### src/program.hex
// One 32-bit instruction word per line in hex, word 0 sits at byte address 0
// Fields: opcode [31:25], rd or rs1 [24:22], rs1 or rs2 [21:19], rs2 [18:16], imm16 [15:0]
04400005 // 00 ADDI r1, r0, 5
0480FFFD // 04 ADDI r2, r0, -3
02CA0000 // 08 ADD  r3, r1, r2
050003E8 // 0C ADDI r4, r0, 1000
05407ABC // 10 ADDI r5, r0, 0x7ABC
09AD0000 // 14 MUL  r6, r5, r5
03F10000 // 18 ADD  r7, r6, r1
82500008 // 1C BEQ  r1, r2, +8 (not taken)
0448FFFF // 20 ADDI r1, r1, -1
82000008 // 24 BEQ  r0, r0, +8 (taken)
05C00BAD // 28 ADDI r7, r0, 0x0BAD (skipped)
C000000C // 2C B    +12
04D80007 // 30 ADDI r3, r3, 7
C0000010 // 34 B    +16
C8000000 // 38 NOP
0520FC18 // 3C ADDI r4, r4, -1000
C000FFF0 // 40 B    -16
0480000C // 44 ADDI r2, r0, 12
84800000 // 48 BR   r2
05C0DEAD // 4C ADDI r7, r0, 0xDEAD (skipped)
05C00BAD // 50 ADDI r7, r0, 0x0BAD (skipped)
095A0000 // 54 MUL  r5, r3, r2
03AB0000 // 58 ADD  r6, r5, r3
C0000000 // 5C B    0 (end of program)

### src/fetchPkg.sv
// ==============================
// Fetch package with FSM states, reset PC and PC step
// ==============================
package fetchPkg;

    // Fetch FSM
    // sIdle only lasts the first cycle out of reset
    typedef enum logic [1:0] {
        sIdle,
        sFilter,
        sUcode
    } fetchState_e;

    // Program starts at word zero
    localparam logic [31:0] resetPc = 32'h0000_0000;

    // Byte step between sequential instructions
    localparam logic [31:0] pcStep = 32'd4;

endpackage

### src/isaPkg.sv
// ==============================
// Instruction-set package with opcodes, register index width
// and the instruction word with its ALU and branch decodings
// ==============================
package isaPkg;

    // Eight architectural registers
    localparam int regIdxWidth = 3;

    // ==============================
    // Opcodes, instruction bits [31:25]
    // ==============================
    typedef enum logic [6:0] {
        ADD  = 7'b0000001,
        ADDI = 7'b0000010,
        MUL  = 7'b0000100,
        BEQ  = 7'b1000001,
        BR   = 7'b1000010,
        B    = 7'b1100000,
        NOP  = 7'b1100100
    } opcode_e;

    // ==============================
    // Instruction word
    // ==============================
    // Same 32 bits, decoded two ways depending on the opcode class
    typedef union packed {
        // ADD, ADDI, MUL
        struct packed {
            opcode_e                opcode;
            logic [regIdxWidth-1:0] rd;
            logic [regIdxWidth-1:0] rs1;
            logic [regIdxWidth-1:0] rs2;
            logic [15:0]            imm16;
        } aluView;
        // BEQ, BR, B and NOP
        // Sources move up into the rd slot, low three bits unused
        struct packed {
            opcode_e                opcode;
            logic [regIdxWidth-1:0] rs1;
            logic [regIdxWidth-1:0] rs2;
            logic [2:0]             pad;
            logic [15:0]            imm16;
        } brView;
    } instrWord_u;

endpackage
### src/redirectIf.sv
// ==============================
// Branch redirect interface from execute to fetch
// ==============================
`timescale 1ns/10ps

interface redirectIf;

    // BEQ taken, with its 16-bit offset
    logic        exeOverride;
    logic [15:0] exeData;
    // BR, target offset comes from rs1
    logic        exeOverrideBR;
    logic [31:0] readDataFirst;

    modport exec (
        output exeOverride,
        output exeData,
        output exeOverrideBR,
        output readDataFirst
    );

    modport fetch (
        input exeOverride,
        input exeData,
        input exeOverrideBR,
        input readDataFirst
    );

endinterface

### src/cpuCore.sv
// ==============================
// Processor top level with ROM, fetch, execute and multiplier
// ==============================
`timescale 1ns/10ps

module cpuCore #(
    parameter int romDepth = 64,
    parameter int mulWidth = 16
) (
    input  logic                           clk,
    input  logic                           rst,
    output logic [31:0]                    programCounter,
    output logic                           retireValid,
    output logic [isaPkg::regIdxWidth-1:0] retireReg,
    output logic [31:0]                    retireData
);

    isaPkg::instrWord_u    fetchedInstruction;
    isaPkg::instrWord_u    filteredInstruction;
    logic                  issueValid;
    logic                  mulStart;
    logic [mulWidth-1:0]   mulA;
    logic [mulWidth-1:0]   mulB;
    logic                  mulBusy;
    logic                  mulDone;
    logic [2*mulWidth-1:0] mulProduct;

    redirectIf redirect ();

    instrRom #(.romDepth(romDepth)) u_instrRom (
        .programCounter     (programCounter),
        .fetchedInstruction (fetchedInstruction)
    );

    // Multiplier busy doubles as the fetch hold
    iFetch u_iFetch (
        .clk                 (clk),
        .rst                 (rst),
        .fetchedInstruction  (fetchedInstruction),
        .redirect            (redirect.fetch),
        .control             (mulBusy),
        .programCounter      (programCounter),
        .filteredInstruction (filteredInstruction),
        .issueValid          (issueValid)
    );

    execUnit #(.mulWidth(mulWidth)) u_execUnit (
        .clk                 (clk),
        .rst                 (rst),
        .filteredInstruction (filteredInstruction),
        .issueValid          (issueValid),
        .redirect            (redirect.exec),
        .mulStart            (mulStart),
        .mulA                (mulA),
        .mulB                (mulB),
        .mulDone             (mulDone),
        .mulProduct          (mulProduct),
        .retireValid         (retireValid),
        .retireReg           (retireReg),
        .retireData          (retireData)
    );

    mulUnit #(.mulWidth(mulWidth)) u_mulUnit (
        .clk     (clk),
        .rst     (rst),
        .start   (mulStart),
        .a       (mulA),
        .b       (mulB),
        .busy    (mulBusy),
        .done    (mulDone),
        .product (mulProduct)
    );

endmodule

### src/mulUnit.sv
// ==============================
// Iterative shift-add multiplier
// ==============================
`timescale 1ns/10ps

module mulUnit #(
    parameter int mulWidth = 16
) (
    input  logic                  clk,
    input  logic                  rst,
    input  logic                  start,
    input  logic [mulWidth-1:0]   a,
    input  logic [mulWidth-1:0]   b,
    output logic                  busy,
    output logic                  done,
    output logic [2*mulWidth-1:0] product
);

    localparam int cntWidth = $clog2(mulWidth);

    logic                  running;
    logic [cntWidth-1:0]   stepCount;
    logic [2*mulWidth-1:0] accum;
    logic [2*mulWidth-1:0] accumNext;
    logic [2*mulWidth-1:0] multiplicand;
    logic [mulWidth-1:0]   multiplier;
    logic                  lastStep;

    // One partial product per cycle, LSB of multiplier first
    assign accumNext = multiplier[0] ? (accum + multiplicand) : accum;
    assign lastStep  = running && (stepCount == cntWidth'(mulWidth - 1));

    // ==============================
    // Control
    // ==============================
    always_ff @(posedge clk) begin
        if (rst) begin
            running   <= 1'b0;
            stepCount <= '0;
        end else if (start) begin
            running   <= 1'b1;
            stepCount <= '0;
        end else if (running) begin
            running   <= !lastStep;
            stepCount <= lastStep ? '0 : stepCount + 1'b1;
        end
    end

    // ==============================
    // Datapath
    // ==============================
    always_ff @(posedge clk) begin
        if (start) begin
            accum        <= '0;
            multiplicand <= {{mulWidth{1'b0}}, a};
            multiplier   <= b;
        end else if (running) begin
            accum        <= accumNext;
            multiplicand <= multiplicand << 1;
            multiplier   <= multiplier >> 1;
        end
    end

    // Busy spans the start cycle too, so fetch holds right away
    assign busy    = start || running;
    assign done    = lastStep;
    // Final step's sum is complete in the done cycle
    assign product = accumNext;

endmodule

### src/execUnit.sv
// ==============================
// Execute unit with register file, ALU, branch resolve,
// multiplier launch and retire reporting
// ==============================
`timescale 1ns/10ps

module execUnit #(
    parameter int mulWidth = 16
) (
    input  logic                           clk,
    input  logic                           rst,
    input  isaPkg::instrWord_u             filteredInstruction,
    input  logic                           issueValid,
    redirectIf.exec                        redirect,
    output logic                           mulStart,
    output logic [mulWidth-1:0]            mulA,
    output logic [mulWidth-1:0]            mulB,
    input  logic                           mulDone,
    input  logic [2*mulWidth-1:0]          mulProduct,
    output logic                           retireValid,
    output logic [isaPkg::regIdxWidth-1:0] retireReg,
    output logic [31:0]                    retireData
);

    localparam int numRegs = 2 ** isaPkg::regIdxWidth;

    logic [31:0]                    regFile [numRegs];
    logic [isaPkg::regIdxWidth-1:0] mulRd;
    isaPkg::opcode_e                opcode;
    logic [31:0]                    aluSrc1;
    logic [31:0]                    aluSrc2;
    logic [31:0]                    brSrc1;
    logic [31:0]                    brSrc2;
    logic [31:0]                    immExt;
    logic                           isAdd;
    logic                           isAddi;
    logic                           isBeq;
    logic                           isBr;

    // ==============================
    // Decode and operand read
    // ==============================
    assign opcode = filteredInstruction.aluView.opcode;

    assign isAdd    = issueValid && (opcode == isaPkg::ADD);
    assign isAddi   = issueValid && (opcode == isaPkg::ADDI);
    assign isBeq    = issueValid && (opcode == isaPkg::BEQ);
    assign isBr     = issueValid && (opcode == isaPkg::BR);
    assign mulStart = issueValid && (opcode == isaPkg::MUL);

    // ALU format sources
    assign aluSrc1 = regFile[filteredInstruction.aluView.rs1];
    assign aluSrc2 = regFile[filteredInstruction.aluView.rs2];
    assign immExt  = {{16{filteredInstruction.aluView.imm16[15]}},
                      filteredInstruction.aluView.imm16};

    // Branch format sources
    assign brSrc1 = regFile[filteredInstruction.brView.rs1];
    assign brSrc2 = regFile[filteredInstruction.brView.rs2];

    // ==============================
    // Branch resolution
    // ==============================
    assign redirect.exeOverride   = isBeq && (brSrc1 == brSrc2);
    assign redirect.exeData       = filteredInstruction.brView.imm16;
    assign redirect.exeOverrideBR = isBr;
    assign redirect.readDataFirst = brSrc1;

    // ==============================
    // Multiplier launch
    // ==============================
    assign mulA = aluSrc1[mulWidth-1:0];
    assign mulB = aluSrc2[mulWidth-1:0];

    // Destination for the product, written when done arrives
    always_ff @(posedge clk) begin
        if (mulStart) begin
            mulRd <= filteredInstruction.aluView.rd;
        end
    end

    // ==============================
    // Retire and writeback
    // ==============================
    always_comb begin
        retireValid = 1'b0;
        retireReg   = filteredInstruction.aluView.rd;
        retireData  = aluSrc1 + aluSrc2;

        // Product only lands during the hold, never alongside an issue
        if (mulDone) begin
            retireValid = 1'b1;
            retireReg   = mulRd;
            retireData  = 32'(mulProduct);
        end else if (isAdd) begin
            retireValid = 1'b1;
        end else if (isAddi) begin
            retireValid = 1'b1;
            retireData  = aluSrc1 + immExt;
        end
    end

    always_ff @(posedge clk) begin
        if (rst) begin
            for (int i = 0; i < numRegs; i++) begin
                regFile[i] <= '0;
            end
        end else if (retireValid) begin
            regFile[retireReg] <= retireData;
        end
    end

endmodule

### src/iFetch.sv
// ==============================
// Fetch unit with PC register, next-PC priority select
// and the idle/filter/microcode-hold FSM
// ==============================
`timescale 1ns/10ps

module iFetch (
    input  logic               clk,
    input  logic               rst,
    input  isaPkg::instrWord_u fetchedInstruction,
    redirectIf.fetch           redirect,
    input  logic               control,
    output logic [31:0]        programCounter,
    output isaPkg::instrWord_u filteredInstruction,
    output logic               issueValid
);

    fetchPkg::fetchState_e state;
    fetchPkg::fetchState_e stateNext;
    logic [31:0]           pcNext;
    isaPkg::instrWord_u    heldInstruction;
    isaPkg::opcode_e       fetchedOpcode;
    logic [31:0]           exeOffset;
    logic [31:0]           regOffset;
    logic [31:0]           branchOffset;

    // ==============================
    // Offsets
    // ==============================
    assign fetchedOpcode = fetchedInstruction.brView.opcode;

    // All three targets are PC relative, sign extended to 32 bits
    assign exeOffset    = {{16{redirect.exeData[15]}}, redirect.exeData};
    assign regOffset    = {{16{redirect.readDataFirst[15]}}, redirect.readDataFirst[15:0]};
    assign branchOffset = {{16{fetchedInstruction.brView.imm16[15]}},
                           fetchedInstruction.brView.imm16};

    // ==============================
    // State and PC registers
    // ==============================
    always_ff @(posedge clk) begin
        if (rst) begin
            state          <= fetchPkg::sIdle;
            programCounter <= fetchPkg::resetPc;
        end else begin
            state          <= stateNext;
            programCounter <= pcNext;
        end
    end

    // Capture the MUL word on entry to the hold
    always_ff @(posedge clk) begin
        if (state == fetchPkg::sFilter && stateNext == fetchPkg::sUcode) begin
            heldInstruction <= fetchedInstruction;
        end
    end

    // ==============================
    // Next state and next PC
    // ==============================
    always_comb begin
        stateNext = state;
        pcNext    = programCounter;

        case (state)
            fetchPkg::sIdle: begin
                stateNext = fetchPkg::sFilter;
            end

            fetchPkg::sFilter: begin
                // Execute redirects win over the local decode
                if (redirect.exeOverride) begin
                    pcNext = programCounter + exeOffset;
                end else if (redirect.exeOverrideBR) begin
                    pcNext = programCounter + regOffset;
                end else if (fetchedOpcode == isaPkg::B) begin
                    pcNext = programCounter + branchOffset;
                end else if (fetchedOpcode == isaPkg::NOP) begin
                    pcNext = programCounter + fetchPkg::pcStep;
                end else if (control) begin
                    // Multiplier running, freeze PC
                    stateNext = fetchPkg::sUcode;
                end else begin
                    pcNext = programCounter + fetchPkg::pcStep;
                end
            end

            fetchPkg::sUcode: begin
                // Step past the MUL once the multiplier lets go
                if (!control) begin
                    stateNext = fetchPkg::sFilter;
                    pcNext    = programCounter + fetchPkg::pcStep;
                end
            end

            default: begin
                stateNext = fetchPkg::sIdle;
            end
        endcase
    end

    // ==============================
    // Issue to execute
    // ==============================
    assign issueValid          = (state == fetchPkg::sFilter);
    assign filteredInstruction = (state == fetchPkg::sUcode) ? heldInstruction
                                                             : fetchedInstruction;

endmodule

### src/instrRom.sv
// ==============================
// Word-addressed program ROM, combinational read
// ==============================
`timescale 1ns/10ps

module instrRom #(
    parameter int romDepth = 64
) (
    input  logic [31:0]        programCounter,
    output isaPkg::instrWord_u fetchedInstruction
);

    localparam int addrWidth = $clog2(romDepth);

    isaPkg::instrWord_u romArray [romDepth];
    logic [29:0]        wordIndex;
    logic               inRange;

    // Program image
    initial begin
        $readmemh("/design/src/program.hex", romArray);
    end

    // Byte PC to word index
    assign wordIndex = programCounter[31:2];
    assign inRange   = (wordIndex < 30'(romDepth));

    // Past the end of the image reads as all zeros
    assign fetchedInstruction = inRange ? romArray[wordIndex[addrWidth-1:0]] : '0;

endmodule

### config.mk
export PLATFORM = sky130hd
export DESIGN_NAME = cpuCore
export DESIGN_NICKNAME = d
export VERILOG_FILES = /design/src/fetchPkg.sv /design/src/isaPkg.sv /design/src/redirectIf.sv /design/src/cpuCore.sv /design/src/mulUnit.sv /design/src/execUnit.sv /design/src/iFetch.sv /design/src/instrRom.sv
export SDC_FILE = /design/constraint.sdc
export NUM_CORES = 1
export LEC_CHECK = 0
export BUFFER_PORTS_ARGS = -buffer_cell sky130_fd_sc_hd__buf_2
export CAP_MARGIN = 40
export CELL_PAD_IN_SITES_DETAIL_PLACEMENT = 0
export CELL_PAD_IN_SITES_GLOBAL_PLACEMENT = 1
export CORE_ASPECT_RATIO = 1.2
export CORE_UTILIZATION = 36
export CTS_CLUSTER_SIZE = 10
export DETAILED_ROUTE_END_ITERATION = 7
export MAX_ROUTING_LAYER = met4
export PLACE_DENSITY = 0.86
export SYNTH_ARGS = -nofsm -noshare
export SYNTH_HDL_FRONTEND = slang
export SYNTH_SLANG_ARGS = --single-unit
export TNS_END_PERCENT = 50
### constraint.sdc
create_clock -name clk -period 2.4 [get_ports clk]
set_input_delay 0.72 -clock clk [delete_from_list [all_inputs] [get_ports clk]]
set_output_delay 0.72 -clock clk [all_outputs]
set_load 0.05 [all_outputs]
==> impl_metrics.toml <==
[status]
status = "finished with violations"
violations = "DRC"

[clock_tree]
clk_pin_slew_worst_paths_ns = 0.07
holdBufCountCts = 0
numClockSinks = 37
numCtsBuffers = 5
root_buffer = "clkbuf_8"
cts_buffer_depth = 2
clk_latency_ns = 0.29
cts_tree = "yes"
cts_max_level = 2

[die]
start_util = 0.3819
io_pins = 70
die_area_mm2 = 0.006004
die_x_um = 70.90
core-area_mm2 = 0.005370
rows = 29
die_y_um = 84.68

[global_routing]
grt_max_degree = 23
grt_use_total = 0.1330
gr-total-overflow = 0
grt_pass1_wl_mm = 6.120
grt_pass1_vias = 1341
grt_antenna_before_repair = 0

[routing]
routed_via_density = 4.967
antenna_left = 0
avgRoutedWirePerCell_um = 11.48
drt_pre_antenna_iters = 8
finalWirelength_mm = 3.881
first_iter_violations = 90
drc = 2
vias = 1679

[min_path]
hold_class = "flop to flop"
hold_depth = 2

[sta]
min_period_ns = 2.291
fmax_mhz = 436.5
finClkSkew_ns = 0.004658
rsz0062_at_grt = "no"
period_share = 0.9545
fin_tns_setup_ns = 0
layout_setup_ws_ns = 0.1092
finalHoldViolCount = 0
setup_viol = 0
slew_violations = 0

[final_layout]
final_nets = 284
fill_cells = 557
most-common-layout-cells = "conb_1, dfxtp_1, buf_2, a21oi_1, nor2_1"
final_cells = 338
drive_gt1_frac = 0.1812
fin_util = 0.4182
antenna_cells = 0
final_common_cell = "conb_1"
syn2layout_area_growth_pct = 9.518

[worst_setup_path]
reg2reg_depth = 6
crit_path_start_kind = "flop"
regToRegStartpoint = "u_iFetch.state[0]"
crit_path_max_fanout = 10
cp_data_arrival_time_ns = 2.47
rrSetupSlack_ns = 0.11
cp.required_ns = 2.58
crit_path_end = "u_iFetch.programCounter[31]"
cp-startpoint = "u_iFetch.state[0]"
r2r_end = "u_iFetch.programCounter[31]"
worstSetupEndpointType = "flop"
timing.setup.critical_path_class = "flop to flop"

[placement]
io_buffers = 32
place_hpwl_mm = 2.682
gp_congestion = 0.6882
dp_slack_ns = 0.009158
dpl.cell_count = 330

[logic_synthesis]
synthDominantCellAreaShare = 0.3612
ys_seq_area_frac = 0.3612
synth.area.top_cells = "dfxtp_1, buf_4, a21oi_1"
synthCells = 240
yosys.area.top_type = "dfxtp_1"
yosysUniqueCellTypes = 31
postSynthAreaPerCell_um2 = 8.545
syn_area_mm2 = 0.002051
synth_seq_cells = 37
yosys_warnings = 0

[pwr]
ir_drop_mv = 0.4216
p_per_area_mw_per_mm2 = 662.1
power.leakage_uw = 0.0009392

[flow_run]
cap_violations = 0
-- sequential cells by signal (all words and copies together) (netlist names) --
register,count
u_mulUnit.stepCount,4
u_mulUnit.running,1
u_iFetch.state,2
u_iFetch.programCounter,30
-- stage by stage --
step	total power, µW	hold slack [ns]	area (µm²)
floorplan	1055	0.4875	2186
global placement	1046	0.4811	2150
detailed placement	1052	0.4842	2150
CTS	1501	0.4961	2236
global route	1552	0.5131	2246
finish	1487	0.4974	2246
-- how the worst min path moves through the flow --
stage	start	to
after floorplan	u_mulUnit.stepCount[1]	u_mulUnit.stepCount[1]
after global placement	u_iFetch.programCounter[20]	u_iFetch.programCounter[20]
after detailed placement	u_iFetch.programCounter[27]	u_iFetch.programCounter[27]
after CTS	u_iFetch.programCounter[27]	u_iFetch.programCounter[27]
after global routing	u_iFetch.programCounter[27]	u_iFetch.programCounter[27]
final	u_iFetch.programCounter[27]	u_iFetch.programCounter[27]
-- cells in the mapped netlist --
cell,n
o21ai_0,7
clkbuf_1,9
and4_1,3
nor4_1,1
mux2_1,1
nor3_1,4
a311o_1,1
conb_1,1
or4_4,1
and4b_1,1
buf_6,2
xnor2_1,3
buf_4,37
nand4_1,9
dfxtp_1,37
nand3_1,7
inv_1,6
nor2_1,18
ha_1,6
o31ai_1,11
nor3b_1,2
and3_1,2
and2_1,1
a21oi_1,21
xor2_1,9
or3_1,7
nand2_1,14
or4_1,12
nor2b_1,2
mux2i_1,4
nand3b_4,1
-- final cells by class --
class | instances | area (µm²) | area share
multi-input combinational | 186 | 1097 | 0.4886
sequential | 37 | 742.0 | 0.3304
timing repair buffer | 40 | 220.2 | 0.09805
clock buffer | 7 | 86.33 | 0.03844
tap | 62 | 77.57 | 0.03454
inverter | 6 | 22.52 | 0.01003
-- kinds of logic (layout without fill, tap and decap cells) --
kind of cell,after synthesis,count (layout),share of synthesized area
compound gates,40,40,0.1135
xor+xnor,12,12,0.05126
fa+ha+maj,6,6,0.03661
buf+inv,54,53,0.1739
flops,37,37,0.3612
mux,5,5,0.02502
other cells,1,37,0.001829
simple gates,85,86,0.2367
-- layer usage --
| metal | GRT usage | part of all wire | vias up | wire length, µm |
|---|---|---|---|---|
| met4 | 0.04909 | 0.013 | 0 | 52 |
| met2 | 0.2089 | 0.48 | 47 | 1877 |
| met5 | - | 0 | - | 0 |
| met1 | 0.1536 | 0.45 | 778 | 1751 |
| li1 | - | - | 849 | - |
| met3 | 0.05042 | 0.052 | 5 | 200 |
-- power by group --
| part | switching, µW | internal [µW] | leakage [µW] | total (µW) |
|---|---|---|---|---|
| sequential | 24.9 | 643 | 0.000299 | 668 |
| clock | 216 | 228 | 0.0000443 | 444 |
| combinational | 282 | 93.6 | 0.000596 | 375 |
-- worst max-delay path, stage by stage (launching register included) --
cell	delay [ns]
dfxtp_2	0.36
inv_1	0.08
ha_1	0.35
nand3b_4	0.12
or4_4	0.62
nor4_1	0.30
mux2_1	0.35
-- timing repair --
| item | in CTS | in global routing |
|---|---|---|
| endpoints found under the setup margin | 1 | 3 |
| buffers inserted | 0 | 0 |
| resized for setup | 0 | 1 |
| pin swaps | 1 | 1 |
| cloned | 0 | 1 |
No activity file was read; power rests on OpenSTA's default activity.
